## config.mk

```make
export PLATFORM = sky130hd
export DESIGN_NAME = pma_frontend_top
export DESIGN_NICKNAME = d
export VERILOG_FILES = /design/src/pma_pkg.sv /design/src/pma_frontend_top.sv /design/src/pma_reset_sequencer.sv /design/src/pma_reset_sync.sv /design/src/pma_rx_status_align.sv
export VERILOG_INCLUDE_DIRS = /design/src /design/src/src
export SDC_FILE = /design/constraint.sdc
export NUM_CORES = 1
export LEC_CHECK = 0
export CORE_MARGIN = 2
export CORE_UTILIZATION = 36
export DETAILED_ROUTE_END_ITERATION = 10
export DONT_BUFFER_PORTS = 1
export GPL_TIMING_DRIVEN = 0
export SLEW_MARGIN = 20
export SYNTH_ARGS = -nofsm -noshare
export SYNTH_HDL_FRONTEND = slang
export SYNTH_HIERARCHICAL = 1
export SYNTH_SLANG_ARGS = --single-unit
export TNS_END_PERCENT = 30
```

## constraint.sdc

```tcl
create_clock -name clk -period 0.8 [get_ports clk]
set_input_delay 0.08 -clock clk [delete_from_list [all_inputs] [get_ports clk]]
set_output_delay 0.08 -clock clk [all_outputs]
set_load 0.05 [all_outputs]
```

## src/pma_config.svh

```systemverilog
/*
  Build-time constants for the PMA reset and receive-status front end.
  Included by the package, the sequencer, the top level and the testbench.
*/

`ifndef PMA_CONFIG_SVH
`define PMA_CONFIG_SVH

// ----------------------------------------------------------------------
// Reset sequencer timing
// ----------------------------------------------------------------------

`define PMA_PLL_PWRDN_CYCLES 8 // PLL powerdown hold after user reset
`define PMA_RX_LOCK_CYCLES   4 // Consecutive rx_freqlocked cycles needed

// Hold counter width, must cover both values above
`define PMA_CNT_W            4

// ----------------------------------------------------------------------
// Reset synchronizers
// ----------------------------------------------------------------------

`define PMA_SYNC_DEPTH       3 // Flops per synchronizer chain

`endif

```

## src/pma_pkg.sv

```systemverilog
/*
  Shared types for the PMA front end: byte and counter widths, the
  sequencer state encoding, and the packed reset and receive structs.
*/

`include "pma_config.svh"

package pma_pkg;

  // Widths with a meaning
  typedef logic [7:0]            pma_byte_t; // One 8b code-group byte
  typedef logic [`PMA_CNT_W-1:0] pma_cnt_t;  // Sequencer hold counter

  // Reset sequencer states, in release order
  typedef enum logic [2:0] {
    SEQ_PLL_PWRDN    = 3'd0, // Everything held, PLL powered down
    SEQ_WAIT_PLL     = 3'd1, // PLL up, waiting for lock
    SEQ_RX_ANALOG    = 3'd2, // TX running, RX analog held
    SEQ_WAIT_RX_LOCK = 3'd3, // Filtering rx_freqlocked
    SEQ_RX_RUN       = 3'd4  // All resets released
  } pma_seq_state_t;

  // Reset lines toward the transceiver, all active high
  typedef struct packed {
    logic pll_powerdown;
    logic tx_digitalreset;
    logic rx_analogreset;
    logic rx_digitalreset;
  } pma_reset_ctrl_t;

  // Receive bus as it leaves the transceiver
  typedef struct packed {
    pma_byte_t data;
    logic      kchar;    // Control character flag
    logic      disp_err; // Running disparity error
    logic      char_err; // Invalid code group
    logic      sync;     // Word aligner in sync
  } pma_rx_raw_t;

  // Aligned receive bus toward the PCS
  typedef struct packed {
    pma_byte_t data;
    logic      kchar;
    logic      disp_err;
    logic      char_err;
  } pma_rx_pcs_t;

endpackage

```

## src/pma_frontend_top.sv

```systemverilog
/*
  PMA reset and receive-status front end. Synchronizes the user reset,
  sequences the transceiver resets and aligns the receive bus. Everything
  runs on clk, gxb_pwrdn_in is the asynchronous reset.
*/

`include "pma_config.svh"

module pma_frontend_top (
  input  logic                     clk,
  input  logic                     gxb_pwrdn_in,
  input  logic                     reset,         // User reset, async
  input  logic                     pll_locked,
  input  logic                     reconfig_busy,
  input  logic                     rx_freqlocked,
  input  pma_pkg::pma_rx_raw_t     rx_raw,
  output pma_pkg::pma_reset_ctrl_t reset_ctrl,
  output logic                     tx_ready,
  output logic                     rx_ready,
  output pma_pkg::pma_rx_pcs_t     rx_pcs,
  output logic                     led_link,
  output logic                     led_char_err,
  output logic                     led_disp_err
);

  logic user_reset_sync; // User reset, released on clk
  logic rx_reset;        // RX digital reset, released on clk

  // ----------------------------------------------------------------------
  // Reset synchronizers
  // ----------------------------------------------------------------------

  // Powerdown also holds the user reset chain
  pma_reset_sync #(.DEPTH(`PMA_SYNC_DEPTH)) u_user_sync (
    .clk       (clk),
    .reset_in  (reset | gxb_pwrdn_in),
    .reset_out (user_reset_sync)
  );

  pma_reset_sync #(.DEPTH(`PMA_SYNC_DEPTH)) u_rx_sync (
    .clk       (clk),
    .reset_in  (reset_ctrl.rx_digitalreset),
    .reset_out (rx_reset)
  );

  // ----------------------------------------------------------------------
  // Reset sequencer and receive aligner
  // ----------------------------------------------------------------------

  pma_reset_sequencer u_seq (
    .clk             (clk),
    .gxb_pwrdn_in    (gxb_pwrdn_in),
    .user_reset_sync (user_reset_sync),
    .pll_locked      (pll_locked),
    .reconfig_busy   (reconfig_busy),
    .rx_freqlocked   (rx_freqlocked),
    .reset_ctrl      (reset_ctrl),
    .tx_ready        (tx_ready),
    .rx_ready        (rx_ready)
  );

  pma_rx_status_align u_align (
    .clk          (clk),
    .rx_reset     (rx_reset),
    .rx_raw       (rx_raw),
    .rx_pcs       (rx_pcs),
    .led_link     (led_link),
    .led_char_err (led_char_err),
    .led_disp_err (led_disp_err)
  );

endmodule

```

## src/pma_reset_sequencer.sv

```systemverilog
/*
  Transceiver reset sequencer. Releases PLL powerdown, TX digital reset,
  RX analog reset and RX digital reset in that order, gated by PLL lock,
  reconfiguration busy and a filtered RX frequency lock. Falls back to an
  earlier state on loss of lock. All outputs are registered.
*/

`include "pma_config.svh"

module pma_reset_sequencer (
  input  logic                     clk,
  input  logic                     gxb_pwrdn_in,
  input  logic                     user_reset_sync,
  input  logic                     pll_locked,
  input  logic                     reconfig_busy,
  input  logic                     rx_freqlocked,
  output pma_pkg::pma_reset_ctrl_t reset_ctrl,
  output logic                     tx_ready,
  output logic                     rx_ready
);

  import pma_pkg::*;

  // Last count value of each hold period
  localparam pma_cnt_t PLL_LAST  = pma_cnt_t'(`PMA_PLL_PWRDN_CYCLES - 1);
  localparam pma_cnt_t LOCK_LAST = pma_cnt_t'(`PMA_RX_LOCK_CYCLES - 1);

  pma_seq_state_t  state;
  pma_seq_state_t  state_nxt;
  pma_cnt_t        cnt;       // Hold / filter counter
  pma_cnt_t        cnt_nxt;
  logic            pll_ok;    // Lock, ignored during user reset
  logic            pll_up;    // State relies on PLL lock
  pma_reset_ctrl_t ctrl_nxt;
  logic            tx_ready_nxt;
  logic            rx_ready_nxt;

  // User reset masks the lock indication
  assign pll_ok = pll_locked & ~user_reset_sync;

  // States past SEQ_WAIT_PLL
  assign pll_up = (state == SEQ_RX_ANALOG) ||
                  (state == SEQ_WAIT_RX_LOCK) ||
                  (state == SEQ_RX_RUN);

  // ----------------------------------------------------------------------
  // Next state and counter
  // ----------------------------------------------------------------------

  always_comb begin
    state_nxt = state;
    cnt_nxt   = cnt;

    case (state)
      SEQ_PLL_PWRDN: begin
        // Counted only while user reset is low, see override below
        if (cnt == PLL_LAST) begin
          state_nxt = SEQ_WAIT_PLL;
          cnt_nxt   = '0;
        end else begin
          cnt_nxt = cnt + 1'b1;
        end
      end

      SEQ_WAIT_PLL: begin
        if (pll_ok) begin
          state_nxt = SEQ_RX_ANALOG; // Releases TX digital
        end
      end

      SEQ_RX_ANALOG: begin
        if (!reconfig_busy) begin
          state_nxt = SEQ_WAIT_RX_LOCK;
          cnt_nxt   = '0;
        end
      end

      SEQ_WAIT_RX_LOCK: begin
        if (!rx_freqlocked) begin
          cnt_nxt = '0; // Glitch restarts the filter
        end else if (cnt == LOCK_LAST) begin
          state_nxt = SEQ_RX_RUN;
          cnt_nxt   = '0;
        end else begin
          cnt_nxt = cnt + 1'b1;
        end
      end

      SEQ_RX_RUN: begin
        if (!rx_freqlocked) begin
          state_nxt = SEQ_WAIT_RX_LOCK; // Lost CDR lock
          cnt_nxt   = '0;
        end
      end

      default: begin
        state_nxt = SEQ_PLL_PWRDN; // Illegal encoding recovery
        cnt_nxt   = '0;
      end
    endcase

    // PLL lost after release, back to waiting for lock
    if (pll_up && !pll_ok) begin
      state_nxt = SEQ_WAIT_PLL;
      cnt_nxt   = '0;
    end

    // User reset wins over everything
    if (user_reset_sync) begin
      state_nxt = SEQ_PLL_PWRDN;
      cnt_nxt   = '0;
    end
  end

  // ----------------------------------------------------------------------
  // Output decode from next state
  // ----------------------------------------------------------------------

  always_comb begin
    ctrl_nxt     = '1; // All held by default
    tx_ready_nxt = 1'b0;
    rx_ready_nxt = 1'b0;

    case (state_nxt)
      SEQ_WAIT_PLL: begin
        ctrl_nxt.pll_powerdown = 1'b0;
      end
      SEQ_RX_ANALOG: begin
        ctrl_nxt.pll_powerdown   = 1'b0;
        ctrl_nxt.tx_digitalreset = 1'b0;
        tx_ready_nxt             = 1'b1;
      end
      SEQ_WAIT_RX_LOCK: begin
        ctrl_nxt.pll_powerdown   = 1'b0;
        ctrl_nxt.tx_digitalreset = 1'b0;
        ctrl_nxt.rx_analogreset  = 1'b0;
        tx_ready_nxt             = 1'b1;
      end
      SEQ_RX_RUN: begin
        ctrl_nxt     = '0;
        tx_ready_nxt = 1'b1;
        rx_ready_nxt = 1'b1;
      end
      default: begin
        ctrl_nxt = '1; // SEQ_PLL_PWRDN
      end
    endcase
  end

  // ----------------------------------------------------------------------
  // State and output registers
  // ----------------------------------------------------------------------

  always_ff @(posedge clk or posedge gxb_pwrdn_in) begin
    if (gxb_pwrdn_in) begin
      state      <= SEQ_PLL_PWRDN;
      cnt        <= '0;
      reset_ctrl <= '1;
      tx_ready   <= 1'b0;
      rx_ready   <= 1'b0;
    end else begin
      state      <= state_nxt;
      cnt        <= cnt_nxt;
      reset_ctrl <= ctrl_nxt;     // Tracks state register
      tx_ready   <= tx_ready_nxt;
      rx_ready   <= rx_ready_nxt;
    end
  end

endmodule

```

## src/pma_reset_sync.sv

```systemverilog
/*
  Reset synchronizer. Assertion of reset_in reaches reset_out at once,
  release comes out DEPTH clk edges later. Used for the user reset and
  for the RX digital reset under the top level.
*/

module pma_reset_sync #(
  parameter int DEPTH = 2 // Number of flops, 2 or more
) (
  input  logic clk,
  input  logic reset_in,
  output logic reset_out
);

  // ----------------------------------------------------------------------
  // Flop chain, set asynchronously, shifts in zeros
  // ----------------------------------------------------------------------

  logic [DEPTH-1:0] sync_q; // Bit 0 sees the release first

  always_ff @(posedge clk or posedge reset_in) begin
    if (reset_in) begin
      sync_q <= '1; // Immediate assertion
    end else begin
      sync_q <= {sync_q[DEPTH-2:0], 1'b0};
    end
  end

  // Last stage drives the synchronized reset
  assign reset_out = sync_q[DEPTH-1];

endmodule

```

## src/pma_rx_status_align.sv

```systemverilog
/*
  Receive status aligner. One register stage puts the byte and its flags
  on the same cycle toward the PCS, masks error flags while the word
  aligner is out of sync and drives the link and error LEDs.
*/

module pma_rx_status_align (
  input  logic                 clk,
  input  logic                 rx_reset,
  input  pma_pkg::pma_rx_raw_t rx_raw,
  output pma_pkg::pma_rx_pcs_t rx_pcs,
  output logic                 led_link,
  output logic                 led_char_err,
  output logic                 led_disp_err
);

  import pma_pkg::*;

  pma_rx_pcs_t pcs_d;  // Masked bus, before the register
  pma_rx_pcs_t pcs_q;
  logic        link_q; // Registered sync status

  // ----------------------------------------------------------------------
  // Error masking
  // ----------------------------------------------------------------------

  always_comb begin
    pcs_d.data  = rx_raw.data;
    pcs_d.kchar = rx_raw.kchar;
    // Flags are meaningless before alignment
    pcs_d.disp_err = rx_raw.disp_err & rx_raw.sync;
    pcs_d.char_err = rx_raw.char_err & rx_raw.sync;
  end

  // ----------------------------------------------------------------------
  // Alignment register
  // ----------------------------------------------------------------------

  always_ff @(posedge clk or posedge rx_reset) begin
    if (rx_reset) begin
      pcs_q  <= '0; // Quiet bus while RX is held
      link_q <= 1'b0;
    end else begin
      pcs_q  <= pcs_d;
      link_q <= rx_raw.sync;
    end
  end

  assign rx_pcs = pcs_q;

  // LEDs follow the registered flags
  assign led_link     = link_q;
  assign led_char_err = pcs_q.char_err;
  assign led_disp_err = pcs_q.disp_err;

endmodule

```

==> qor.yml <==
outcome:
  status: "complete, but fails checks"
  violations: "negative hold slack, negative setup slack"
place:
  numPortBuffers: 0
  place_congestion: 0.7858
  dp_slack_ps: -776.7
  hpwl_mm: 1.607
  placedInstanceArea_sq_um: 1308
  dp_cells: 147
cells_and_area:
  final_nets: 150
  fillers: 292
  antenna_cells: 0
  syn_to_final_growth_pct: 41.72
  fin_cells: 178
  drive_gt1_share_pct: 49.24
  fin_area_sq_um: 1734
power_and_ir_drop:
  intPower_w: 0.002576
  vdd_drop_max_v: 0.0008824
  p_switching_w: 0.0008521
  swShare_pct: 24.86
  comb_power_share_pct: 9.6
  p_leak_nw: 0.7792
  p_seq_share_pct: 53.3
  power_density_nw_per_um2: 1977
  clkPwrFrac_pct: 37.1
global_route:
  grt_max_degree: 14
  grt-ovfl-total: 0
  grt_usage_pct: 14.39
  grt_pass1_vias: 868
  grt_pass1_wl_mm: 4.222
  antenna_found_initial: 0
sta:
  worst_pin_slew_ps: 501.3
  hold_ws_ps: -79.01
  fin_ws_ps: -716.1
  skew_ps: 14.18
  min_period_over_period_pct: 189.5
  fin_tns_setup_ps: -10910
  slew_headroom_pct: 66.54
  slew_violations: 0
  hold_viol: 3
  rsz0062_at_grt: "yes"
  fmax_mhz: 659.6
  fin_crit_ps: 1516
  setup_viol: 33
clock_network:
  ctsRootBufferMaster: "clkbuf_4"
  cts.path.max_buffers: 2
  cts_max_level: 2
  path_clk_slew_ps: 110
  cts_buffers: 5
  clock_latency_ps: 340
  tritoncts: "done"
  hold_buffers: 14
  cts.sinks: 31
worst_setup_path:
  cp-end-kind: "register"
  cp.arrival_ps: 1750
  cpPeakStageDelay_ps: 410
  crit_fanout: 7
  start_kind: "register"
  criticalPathCategory: "reg -> reg"
  path_cells: "buf_6, nor2b_4, a31o_1, a22o_1, a221o_1"
  r2r_slack_ps: -720
  critPathSlowestCell: "dfrtp_1"
  cp_data_required_time_ps: 1030
floorplanning:
  die_x_microns: 62.30
  dieArea_sq_um: 3881
  start_util_pct: 36.96
  core_sq_um: 3311
  rows: 21
  fp.dieH_microns: 62.30
  io_pins: 38
synthesis:
  synth.distinct_cells: 38
  syn-mean-instance-area_sq_um: 12.12
  netlist_instances: 101
  seq_area_frac_synth_pct: 64.42
  ys_seq_elements: 31
  syn_nets: 120
  ys_warn_count: 6
  netlist_area_sq_um: 1224
routing:
  wl_per_cell_microns: 14.67
  wl_mm: 2.611
  vias: 845
  antenna_left: 0
  post_drt_via_cell_ratio: 4.747
  drt-pass1-iter-count: 4
  drt_first_iter_violations: 38
  drc: 0
hold_path:
  hold_path.class: "in -> reg"
job:
  cap_violations: 0
[Yosys cell counts]
cell,instances,share of area [%]
nor2b_1,2,1.0
o21a_1,1,0.61
a2111oi_0,1,0.72
nand2_1,5,1.5
o21bai_1,1,0.61
or3_1,1,0.51
or3b_2,2,1.4
a31o_2,1,0.72
conb_1,2,0.61
buf_4,2,1.2
and2b_1,1,0.61
a211oi_1,2,1.2
nand4b_1,1,0.72
a22o_1,2,1.4
nor3_1,3,1.2
a21o_1,2,1.2
nand2b_1,3,1.5
inv_1,7,2.1
ha_1,1,1.0
buf_6,2,1.8
dfrtp_1,21,43
a31o_1,1,0.72
o31a_1,1,0.72
buf_2,1,0.41
a221o_1,1,0.82
nand3b_1,1,0.61
nor2_1,5,1.5
a2bb2oi_1,1,0.72
and3_1,2,1.0
dfstp_2,10,21
nor3b_1,2,1.2
or2_1,1,0.51
o21ai_0,1,0.41
nand3_1,1,0.41
o21ai_1,1,0.41
and2_1,3,1.5
nor2_2,1,0.51
a21oi_1,5,2.0
[state kept, by name, summed over array words and instances, names as in the netlist]
name and count:
u_seq/tx_ready 1, u_align/led_char_err 1, u_align/led_disp_err 1, u_seq/cnt 4
u_seq/state 3, u_seq/rx_ready 1, u_seq/reset_ctrl 4, u_align/led_link 1
u_user_sync/sync_q 3, u_align/rx_pcs 9, u_rx_sync/sync_q 3
[worst paths after layout]
path	startpoint	to	depth (start not counted)
max	u_seq/state[0]$_DFF_PP0_	u_seq/cnt[3]$_DFFE_PP0P_	5
min in group asynchronous	gxb_pwrdn_in	u_seq/state[1]$_DFF_PP0_	2
min	pll_locked	u_seq/state[1]$_DFF_PP0_	2
min reg2reg	u_rx_sync/sync_q[2]$_DFF_PP1_	u_align/led_char_err$_DFF_PP0_	1
max in group asynchronous	gxb_pwrdn_in	u_seq/rx_ready$_DFF_PP0_	2
max reg2reg	u_seq/state[0]$_DFF_PP0_	u_seq/cnt[3]$_DFFE_PP0P_	5
[through the flow]
stage	hold slack [ps]	util, %	power [W]
after floorplan	-45.90	-	0.001983
after global placement	18.48	39.49	0.002011
after detailed placement	30.34	39.49	0.002026
after CTS	-84.17	50.42	0.003417
after global routing	-82.41	52.38	0.003584
final	-79.01	52.38	0.003428
[cell type report]
class                   count  area (sq um)  area share (%)
flip-flops and latches     31         807.0           46.54
well taps                  46         57.56           3.319
clock inverters             2         35.03           2.020
inverters                   7         26.28           1.515
multi-input cells          58         488.0           28.14
repair buffers             23         211.5           12.19
clock buffers               6         51.30           2.958
plain buffers               5         57.56           3.319
[placed cells by master, fill, tap and decap left out, drive strengths merged, types with 2 or more instances in the layout]
cell / count
a21oi: 5
a31o: 2
a21o: 2
dfrtp: 21
clkbuf: 6
and3: 2
dlygate4sd3: 14
and2: 3
conb: 2
a22o: 2
nor2: 6
nor3: 3
buf: 14
o21ai: 2
dfstp: 10
nor3b: 2
or3b: 2
a211oi: 2
nor2b: 2
inv: 7
nand2: 5
nand2b: 3
[power by group through the flow]
stage          registers [W]  clock network [W]  logic [W]
2_1_floorplan        0.00183                  0   0.000154
3_3_place_gp         0.00184                  0   0.000173
6_report             0.00183            0.00127   0.000328
5_1_grt              0.00184            0.00139   0.000361
3_5_place_dp         0.00184                  0   0.000183
4_1_cts              0.00182            0.00131   0.000291
[routing by layer]
metal  vias to the layer above  wire, microns  global-route usage (%)
li1                        398              -                       -
met5                         -              0                       0
met2                        39           1294                   22.69
met3                         5            192                   5.435
met1                       403           1069                   16.80
met4                         0             53                   8.333
[cell families (layout without fill, tap and decap cells)]
family | count (synthesis) | in the layout | synth area share, %
adder cells (fa/ha/maj) | 1 | 1 | 1.022
AND/OR/NAND/NOR | 34 | 34 | 15.95
AO/OA/AOI/OAI | 21 | 21 | 12.37
flip-flops | 31 | 31 | 64.42
other | 2 | 2 | 0.6137
buffers and inverters | 12 | 43 | 5.623
[timing repair]
item | in CTS | in global routing
endpoints found under the setup margin | 33 | 33
pin swaps | 12 | 4
setup buffers | 6 | 3
gates resized for setup | 29 | 9
hold endpoints to repair | 26 | 2
[critical path, delay by kind of cell, from the launching register on]
| kind | cells | cell delay [ps] |
|---|---|---|
| AOI/OAI and AO/OA | 3 | 740 |
| DFF | 1 | 410 |
| and+or+nand+nor | 1 | 110 |
| buffers and inverters | 1 | 140 |
No activity file was read; power rests on OpenSTA's default activity.
